===== config.mk =====
export PLATFORM = sky130hd
export DESIGN_NAME = rv_core
export DESIGN_NICKNAME = d
export VERILOG_FILES = /design/src/rv_pkg.sv /design/src/rv_core.sv /design/src/rv_decode.sv /design/src/rv_execute.sv /design/src/rv_fetch.sv /design/src/rv_regfile.sv
export SDC_FILE = /design/constraint.sdc
export NUM_CORES = 2
export LEC_CHECK = 0
export ABC_AREA = 0
export CORE_UTILIZATION = 55
export CTS_BUF_LIST = sky130_fd_sc_hd__clkbuf_4
export DETAILED_ROUTE_END_ITERATION = 12
export DONT_BUFFER_PORTS = 1
export MAX_ROUTING_LAYER = met4
export PLACE_DENSITY = 0.78
export SKIP_CTS_REPAIR_TIMING = 1
export SLEW_MARGIN = 20
export SYNTH_ARGS = -nofsm -noshare
export SYNTH_HDL_FRONTEND = slang
export SYNTH_SLANG_ARGS = --single-unit

===== constraint.sdc =====
create_clock -name clock -period 13.1 [get_ports clock]
set_input_delay 2.62 -clock clock [delete_from_list [all_inputs] [get_ports clock]]
set_output_delay 2.62 -clock clock [all_outputs]
set_load 0.1 [all_outputs]

===== src/rv_pkg.sv =====
`default_nettype none

package rv_pkg;

  // major opcodes of the kept rv32i groups
  localparam logic [6:0] op_lui   = 7'b0110111;
  localparam logic [6:0] op_auipc = 7'b0010111;
  localparam logic [6:0] op_imm   = 7'b0010011;
  localparam logic [6:0] op_reg   = 7'b0110011;

  // alu operation, alu_pass_b hands operand b straight through (lui)
  typedef enum logic [3:0] {
    alu_add,
    alu_sub,
    alu_sll,
    alu_slt,
    alu_sltu,
    alu_xor,
    alu_srl,
    alu_sra,
    alu_or,
    alu_and,
    alu_pass_b
  } alu_op_t;

  // where one alu operand comes from
  typedef enum logic [1:0] {
    src_reg,
    src_ex,
    src_wb
  } src_t;

endpackage

`default_nettype wire


===== src/rv_core.sv =====
`timescale 1ns/10ps
`default_nettype none

module rv_core #(
  parameter logic [31:0] reset_pc = 32'h0000_0000
) (
  input  logic        clock,
  input  logic        reset,
  output logic        wb_cyc,
  output logic        wb_stb,
  output logic        wb_we,
  output logic [31:0] wb_adr,
  input  logic [31:0] wb_dat_i,
  input  logic        wb_ack,
  output logic        retire_valid,
  output logic [4:0]  retire_rd,
  output logic [31:0] retire_data,
  output logic        illegal
);

  import rv_pkg::*;

  logic        inst_valid;
  logic [31:0] inst;
  logic [31:0] inst_pc;
  logic [4:0]  rs1;
  logic [4:0]  rs2;
  logic [31:0] rdata1;
  logic [31:0] rdata2;
  logic        decode_valid;
  logic [31:0] dec_pc;
  alu_op_t     alu_op;
  logic [31:0] imm;
  logic        b_is_imm;
  logic        op_a_pc;
  src_t        src_a;
  src_t        src_b;
  logic [4:0]  rd;
  logic        r_wen;

  rv_fetch #(.reset_pc(reset_pc)) fetch0 (
    .clock(clock), .reset(reset),
    .wb_cyc(wb_cyc), .wb_stb(wb_stb), .wb_we(wb_we), .wb_adr(wb_adr),
    .wb_dat_i(wb_dat_i), .wb_ack(wb_ack),
    .inst_valid(inst_valid), .inst(inst), .inst_pc(inst_pc)
  );

  rv_decode decode0 (
    .clock(clock), .reset(reset),
    .inst_valid(inst_valid), .inst(inst), .inst_pc(inst_pc),
    .rs1(rs1), .rs2(rs2),
    .decode_valid(decode_valid), .dec_pc(dec_pc), .alu_op(alu_op), .imm(imm),
    .b_is_imm(b_is_imm), .op_a_pc(op_a_pc), .src_a(src_a), .src_b(src_b),
    .rd(rd), .r_wen(r_wen), .illegal(illegal)
  );

  // written from the write-back register, which is also the retire port
  rv_regfile regfile0 (
    .clock(clock), .reset(reset),
    .rs1(rs1), .rs2(rs2), .rdata1(rdata1), .rdata2(rdata2),
    .wen(retire_valid), .waddr(retire_rd), .wdata(retire_data)
  );

  rv_execute execute0 (
    .clock(clock), .reset(reset),
    .decode_valid(decode_valid), .dec_pc(dec_pc), .alu_op(alu_op), .imm(imm),
    .b_is_imm(b_is_imm), .op_a_pc(op_a_pc), .src_a(src_a), .src_b(src_b),
    .rd(rd), .r_wen(r_wen), .rdata1(rdata1), .rdata2(rdata2),
    .wb_valid(retire_valid), .wb_rd(retire_rd), .wb_data(retire_data)
  );

endmodule

`default_nettype wire


===== src/rv_decode.sv =====
`timescale 1ns/10ps
`default_nettype none

module rv_decode (
  input  logic            clock,
  input  logic            reset,
  input  logic            inst_valid,
  input  logic [31:0]     inst,
  input  logic [31:0]     inst_pc,
  output logic [4:0]      rs1,
  output logic [4:0]      rs2,
  output logic            decode_valid,
  output logic [31:0]     dec_pc,
  output rv_pkg::alu_op_t alu_op,
  output logic [31:0]     imm,
  output logic            b_is_imm,
  output logic            op_a_pc,
  output rv_pkg::src_t    src_a,
  output rv_pkg::src_t    src_b,
  output logic [4:0]      rd,
  output logic            r_wen,
  output logic            illegal
);

  import rv_pkg::*;

  logic [31:0] inst_q;
  logic [6:0]  opcode;
  logic [2:0]  funct3;
  logic [6:0]  funct7;
  logic        is_lui;
  logic        is_auipc;
  logic        is_op_imm;
  logic        is_op;
  logic        shift_ok;
  logic        op_ok;
  logic        legal;
  logic [4:0]  new_rs1;
  logic [4:0]  new_rs2;
  logic [4:0]  new_rd;
  logic [31:0] next_imm;
  alu_op_t     next_op;

  // destination of the instruction now in execute, headed for write-back
  logic [4:0]  x_rd;
  logic        x_wen;

  // the newer producer wins, x0 never forwards
  function automatic src_t pick_src(input logic [4:0] rs);
    pick_src = src_reg;
    if (rs != 5'd0 && r_wen && rs == rd) begin
      pick_src = src_ex;
    end else if (rs != 5'd0 && x_wen && rs == x_rd) begin
      pick_src = src_wb;
    end
  endfunction

  assign opcode = inst[6:0];
  assign funct3 = inst[14:12];
  assign funct7 = inst[31:25];

  assign is_lui    = (opcode == op_lui);
  assign is_auipc  = (opcode == op_auipc);
  assign is_op_imm = (opcode == op_imm);
  assign is_op     = (opcode == op_reg);

  // shifts take funct7 0, or 0100000 for the arithmetic right shift
  assign shift_ok = (funct7 == 7'b0000000) ||
                    (funct3 == 3'b101 && funct7 == 7'b0100000);
  // sub and sra are the only op encodings with funct7 0100000
  assign op_ok    = (funct7 == 7'b0000000) ||
                    (funct7 == 7'b0100000 && (funct3 == 3'b000 || funct3 == 3'b101));

  assign legal = is_lui || is_auipc || is_op && op_ok ||
                 is_op_imm && (funct3[1:0] != 2'b01 || shift_ok);

  assign new_rs1 = is_lui ? 5'd0 : inst[19:15];
  assign new_rs2 = inst[24:20];
  assign new_rd  = inst[11:7];

  // u-type for lui/auipc, i-type otherwise (shamt sits in the low bits)
  assign next_imm = (is_lui || is_auipc) ? {inst[31:12], 12'b0} :
                                           {{20{inst[31]}}, inst[31:20]};

  always_comb begin
    next_op = alu_add;
    if (is_lui) begin
      next_op = alu_pass_b;
    end else if (is_op_imm || is_op) begin
      case (funct3)
        3'b000:  next_op = (is_op && funct7[5]) ? alu_sub : alu_add;
        3'b001:  next_op = alu_sll;
        3'b010:  next_op = alu_slt;
        3'b011:  next_op = alu_sltu;
        3'b100:  next_op = alu_xor;
        3'b101:  next_op = funct7[5] ? alu_sra : alu_srl;
        3'b110:  next_op = alu_or;
        default: next_op = alu_and;
      endcase
    end
  end

  // register file reads come from the held word
  assign rs1 = (inst_q[6:0] == op_lui) ? 5'd0 : inst_q[19:15];
  assign rs2 = inst_q[24:20];

  always_ff @(posedge clock) begin
    if (reset) begin
      decode_valid <= 1'b0;
      r_wen        <= 1'b0;
      illegal      <= 1'b0;
      x_wen        <= 1'b0;
    end else begin
      // an illegal word goes on as a bubble
      decode_valid <= inst_valid && legal;
      r_wen        <= inst_valid && legal && (new_rd != 5'd0);
      illegal      <= inst_valid && !legal;
      x_wen        <= r_wen;
    end
  end

  always_ff @(posedge clock) begin
    inst_q   <= inst;
    dec_pc   <= inst_pc;
    alu_op   <= next_op;
    imm      <= next_imm;
    b_is_imm <= !is_op;
    op_a_pc  <= is_auipc;
    src_a    <= pick_src(new_rs1);
    src_b    <= pick_src(new_rs2);
    rd       <= new_rd;
    x_rd     <= rd;
  end

  a_illegal_no_write: assert property (
    @(posedge clock) disable iff (reset)
    illegal |-> !r_wen && !decode_valid
  );

endmodule

`default_nettype wire


===== src/rv_execute.sv =====
`timescale 1ns/10ps
`default_nettype none

module rv_execute (
  input  logic            clock,
  input  logic            reset,
  input  logic            decode_valid,
  input  logic [31:0]     dec_pc,
  input  rv_pkg::alu_op_t alu_op,
  input  logic [31:0]     imm,
  input  logic            b_is_imm,
  input  logic            op_a_pc,
  input  rv_pkg::src_t    src_a,
  input  rv_pkg::src_t    src_b,
  input  logic [4:0]      rd,
  input  logic            r_wen,
  input  logic [31:0]     rdata1,
  input  logic [31:0]     rdata2,
  output logic            wb_valid,
  output logic [4:0]      wb_rd,
  output logic [31:0]     wb_data
);

  import rv_pkg::*;

  logic        ex_valid;
  logic [4:0]  ex_rd;
  logic [31:0] ex_data;
  logic [31:0] fwd_a;
  logic [31:0] fwd_b;
  logic [31:0] op_a;
  logic [31:0] op_b;
  logic [31:0] result;

  function automatic logic [31:0] forward(input src_t sel, input logic [31:0] rf,
                                          input logic [31:0] xv, input logic [31:0] wv);
    case (sel)
      src_ex:  forward = xv;
      src_wb:  forward = wv;
      default: forward = rf;
    endcase
  endfunction

  assign fwd_a = forward(src_a, rdata1, ex_data, wb_data);
  assign fwd_b = forward(src_b, rdata2, ex_data, wb_data);

  // auipc adds to the pc, immediates replace rs2
  assign op_a = op_a_pc ? dec_pc : fwd_a;
  assign op_b = b_is_imm ? imm : fwd_b;

  always_comb begin
    case (alu_op)
      alu_add:  result = op_a + op_b;
      alu_sub:  result = op_a - op_b;
      alu_sll:  result = op_a << op_b[4:0];
      alu_slt:  result = {31'd0, $signed(op_a) < $signed(op_b)};
      alu_sltu: result = {31'd0, op_a < op_b};
      alu_xor:  result = op_a ^ op_b;
      alu_srl:  result = op_a >> op_b[4:0];
      alu_sra:  result = $signed(op_a) >>> op_b[4:0];
      alu_or:   result = op_a | op_b;
      alu_and:  result = op_a & op_b;
      default:  result = op_b;
    endcase
  end

  always_ff @(posedge clock) begin
    if (reset) begin
      ex_valid <= 1'b0;
      wb_valid <= 1'b0;
    end else begin
      // only real register writes go on
      ex_valid <= decode_valid && r_wen;
      wb_valid <= ex_valid;
    end
  end

  always_ff @(posedge clock) begin
    ex_rd   <= rd;
    ex_data <= result;
    wb_rd   <= ex_rd;
    wb_data <= ex_data;
  end

  // decode never lets a write to x0 through
  a_no_x0_retire: assert property (
    @(posedge clock) disable iff (reset)
    wb_valid |-> wb_rd != 5'd0
  );

endmodule

`default_nettype wire


===== src/rv_fetch.sv =====
`timescale 1ns/10ps
`default_nettype none

module rv_fetch #(
  parameter logic [31:0] reset_pc = 32'h0000_0000
) (
  input  logic        clock,
  input  logic        reset,
  output logic        wb_cyc,
  output logic        wb_stb,
  output logic        wb_we,
  output logic [31:0] wb_adr,
  input  logic [31:0] wb_dat_i,
  input  logic        wb_ack,
  output logic        inst_valid,
  output logic [31:0] inst,
  output logic [31:0] inst_pc
);

  typedef enum logic {
    st_gap,
    st_req
  } state_t;

  state_t      state;
  logic [31:0] pc;
  logic        done;

  // one classic read per word, cyc and stb move together
  assign wb_cyc = (state == st_req);
  assign wb_stb = wb_cyc;
  assign wb_we  = 1'b0;
  assign wb_adr = pc;

  assign done = (state == st_req) && wb_ack;

  always_ff @(posedge clock) begin
    if (reset) begin
      state      <= st_gap;
      pc         <= reset_pc;
      inst_valid <= 1'b0;
    end else begin
      inst_valid <= done;
      case (state)
        st_gap: begin
          state <= st_req;
        end
        default: begin
          // hold the request until the slave acks
          if (wb_ack) begin
            state <= st_gap;
            pc    <= pc + 32'd4;
          end
        end
      endcase
    end
  end

  // word and its address go to decode on the cycle after ack
  always_ff @(posedge clock) begin
    if (done) begin
      inst    <= wb_dat_i;
      inst_pc <= pc;
    end
  end

  // address must hold through wait states
  a_adr_stable: assert property (
    @(posedge clock) disable iff (reset)
    wb_stb && !wb_ack |=> $stable(wb_adr)
  );

endmodule

`default_nettype wire


===== src/rv_regfile.sv =====
`timescale 1ns/10ps
`default_nettype none

module rv_regfile (
  input  logic        clock,
  input  logic        reset,
  input  logic [4:0]  rs1,
  input  logic [4:0]  rs2,
  output logic [31:0] rdata1,
  output logic [31:0] rdata2,
  input  logic        wen,
  input  logic [4:0]  waddr,
  input  logic [31:0] wdata
);

  logic [31:0] regs [1:31];
  logic        do_write;

  // x0 is not stored, no writes while in reset
  assign do_write = wen && (waddr != 5'd0) && !reset;

  always_ff @(posedge clock) begin
    if (do_write) begin
      regs[waddr] <= wdata;
    end
  end

  // same-cycle write shows through to the readers
  always_comb begin
    if (rs1 == 5'd0) begin
      rdata1 = 32'd0;
    end else if (do_write && waddr == rs1) begin
      rdata1 = wdata;
    end else begin
      rdata1 = regs[rs1];
    end
  end

  always_comb begin
    if (rs2 == 5'd0) begin
      rdata2 = 32'd0;
    end else if (do_write && waddr == rs2) begin
      rdata2 = wdata;
    end else begin
      rdata2 = regs[rs2];
    end
  end

endmodule

`default_nettype wire


==> reports/qor.csv <==
stage;metric;value;unit
cells_and_area;layout.nets;5420;
cells_and_area;layout.cells.non_filler;7145;
synth;synth_common_cells;edfxtp_1 (1,054), nor2_1 (351), mux4_2 (315), mux2i_1 (283), a21oi_1 (280);
sta;fmax;114;MHz
grt;grt_max_degree;120;
cells_and_area;fillers;9154;
synth;yosysSeqAreaShare;0.538;
worst_setup_path;path_class;register to register;
placed_design;post-place-cells;6553;
sta;timing.hold.ws;0.272;ns
clock_tree;clock-sinks;1260;
clock_tree;insertion_delay;1.39;ns
clock_tree;path_clk_slew;0.06;ns
hold_path;hold_depth;0;
floorplan;dieArea;122000;um2
synth;synth_top_cell_by_area;edfxtp_1;
synth;async_flop_share;0;
synth;synth_cells;5112;
sta;hold_violations;0;
worst_setup_path;critPathLaunch;decode0.inst_q[16];
pwr;p_leak;0.0250;uW
synth;synth-warning-count;0;
clock_tree;htreeDepth;5;
floorplan;die_h;350;um
synth;synth-edff-count;1054;
cells_and_area;area_growth;9.17;%
hold_path;hold_class;register to register;
clock_tree;cts_buffers;334;
worst_setup_path;endpoint_kind;register;
drt;drc_errors;0;
sta;period_share;0.671;
grt;grt_pass1_wl;388000;um
worst_setup_path;arrival;9.91;ns
floorplan;rows;127;
synth;postSynthAreaPerCell;13.0;um2
synth;synth-main-ff-cell;edfxtp_1;
clock_tree;root_buffer;clkbuf_4;
grt;grt_overflow_total;0;
worst_setup_path;cp-start-kind;register;
placed_design;port_buffers;0;
clock_tree;cts_buffer_depth;4;
hold_path;hp-start;fetch0.inst_pc[7];
synth;yosysTopAreaCellShare;0.476;
synth;syn_area;66400;um2
drt;dr.pass1.iters;7;
placed_design;gp_congestion;1.08;
grt;grt_usage;0.472;
flow_run;max-cap-violations;0;
pwr;max-vdd-ir-drop;0.000119;V
placed_design;dp_hpwl;184000;um
sta;rsz0062_at_grt;false;
worst_setup_path;r2r-start;decode0.inst_q[16];
worst_setup_path;r2r_cells;23;
synth;yosysMostFrequentCell;edfxtp_1;
worst_setup_path;cp_max_fo;35;
sta;report.final.slew_viol_count;0;
drt;vias;53500;
drt;routedWlPerCell;39.4;um
grt;antenna_found_initial;17;
pwr;powerDensity;135;nW/um2
sta;worst_pin_slew;1.26;ns
drt;drt_iter0_markers;10100;
worst_setup_path;ff2ff_setup_slack;4.31;ns
floorplan;ioPinCount;109;
run_status;status;completed;
sta;fin_setup_tns;0;ns
sta;setup_violations;0;
drt;postRouteAntennaNets;0;
clock_tree;cts_tree;done;
drt;via_per_inst;7.48;
synth;yosys-top-cells-area;edfxtp_1 (48%), mux4_2 (11%), dfxtp_1 (6.2%);
sta;finClkSkew;0.140;ns
floorplan;core_area;120000;um2
synth;synth.distinct_cells;119;
synth;ys_seq_elements;1260;
worst_setup_path;required;14.22;ns
floorplan;die_w;350;um
drt;wl;282000;um
cells_and_area;drive_above_1_share;0.245;
sta;slew_headroom;0.155;
grt;first_global_vias;51300;
floorplan;start_util;0.554;
sta;period_minus_slack;8.79;ns
==> layer usage <==
| metal | vias to the layer above | share of wire | wire length (um) | global-route usage |
|---|---|---|---|---|
| met3 | 1328 | 0.15 | 42800 | 0.179 |
| met2 | 5312 | 0.42 | 118000 | 0.647 |
| met5 | - | 0 | 0 | - |
| met1 | 25900 | 0.34 | 95800 | 0.571 |
| li1 | 20900 | - | - | - |
| met4 | 0 | 0.087 | 24600 | 0.336 |
==> kinds of logic (layout without fill, tap and decap cells) <==
kind of cell    after synthesis  count (layout)  synth area share
fa+ha+maj                   107             107            0.0204
other cells                   1              26         0.0000564
flops                      1260            1260             0.538
compound gates             1408            1408             0.148
simple gates               1002            1002            0.0711
buf+inv                     525             921            0.0397
xor+xnor                     74              74           0.00976
mux                         735             735             0.173
==> power breakdown <==
part	switching, uW	internal [uW]
clock	1680	1720
combinational	1230	389
sequential	154	4650
==> cells in the final DEF, fill, tap and decap left out, types with 35 or more instances in the layout <==
cell type  instances
nand2_1          245
nor2_1           318
dfxtp_2           38
edfxtp_1        1054
nor2b_1           48
inv_1            121
o21ai_0          185
dfxtp_1          161
nand3_1           83
o22ai_1          136
mux2i_1          282
o211ai_1          75
a22oi_1           97
ha_1             105
clkinv_1          78
mux2_2           133
a221oi_1          37
nand2b_1          41
a21o_1            35
mux4_2           315
xnor2_1           41
a31oi_1           50
a21oi_1          280
nor3_1            65
clkbuf_4         474
a211oi_1         114
buf_4            219
==> cell type report <==
class                      instances  area [um2]  share of cell area
sequential                      1260       35800               0.494
multi-input combinational       3329       28400               0.391
clock buffer                     474        3560              0.0491
tap                             1612        2020              0.0278
timing repair buffer             223        1720              0.0238
inverter                         130         490             0.00676
clock inverter                    94         443             0.00611
antenna                           23        57.6            0.000794
==> worst max-delay path, stage by stage (launching register included) <==
cell	delay, ns
dfxtp_4	0.76
buf_4	0.60
or2_1	0.75
o21ai_0	0.21
a22o_1	0.30
nand3_2	0.08
buf_4	0.47
a21oi_1	0.27
nor2_1	0.52
inv_1	0.20
ha_1	0.39
o21ba_2	0.24
o21bai_1	0.21
a2111oi_0	0.15
buf_4	0.18
o41ai_1	0.70
nand3_1	0.22
a2111oi_0	0.82
o21ai_0	0.29
a31oi_1	0.34
a32o_1	0.20
mux2i_1	0.09
a2111oi_0	0.41
a221oi_1	0.09
==> flip-flops by register name, summed over array words and instances, names as in the netlist, 18 cells and up <==
name	flops
fetch0.wb_adr	30
decode0.inst_q	18
regfile0.regs	992
decode0.dec_pc	30
execute0.wb_data	32
decode0.imm	32
execute0.ex_data	32
fetch0.inst	32
fetch0.inst_pc	30
==> worst paths after layout <==
kind,end
setup / recovery,execute0.ex_data[31]
hold reg to reg,decode0.dec_pc[7]
hold / removal,decode0.dec_pc[7]
setup reg to reg,execute0.ex_data[31]
==> through the flow <==
stage          setup WS [ns]  cell area [um2]  utilization  power (uW)
2_1_floorplan           5.21            66400            -        5780
3_3_place_gp            3.75            68400        0.571        6400
3_5_place_dp            3.89            68400        0.571        6400
4_1_cts                 4.58            72400        0.605        9720
5_1_grt                 4.16            72500        0.605       10000
6_report                4.31            72500        0.605        9820
Note: power is estimated with default switching activity, not from simulation.
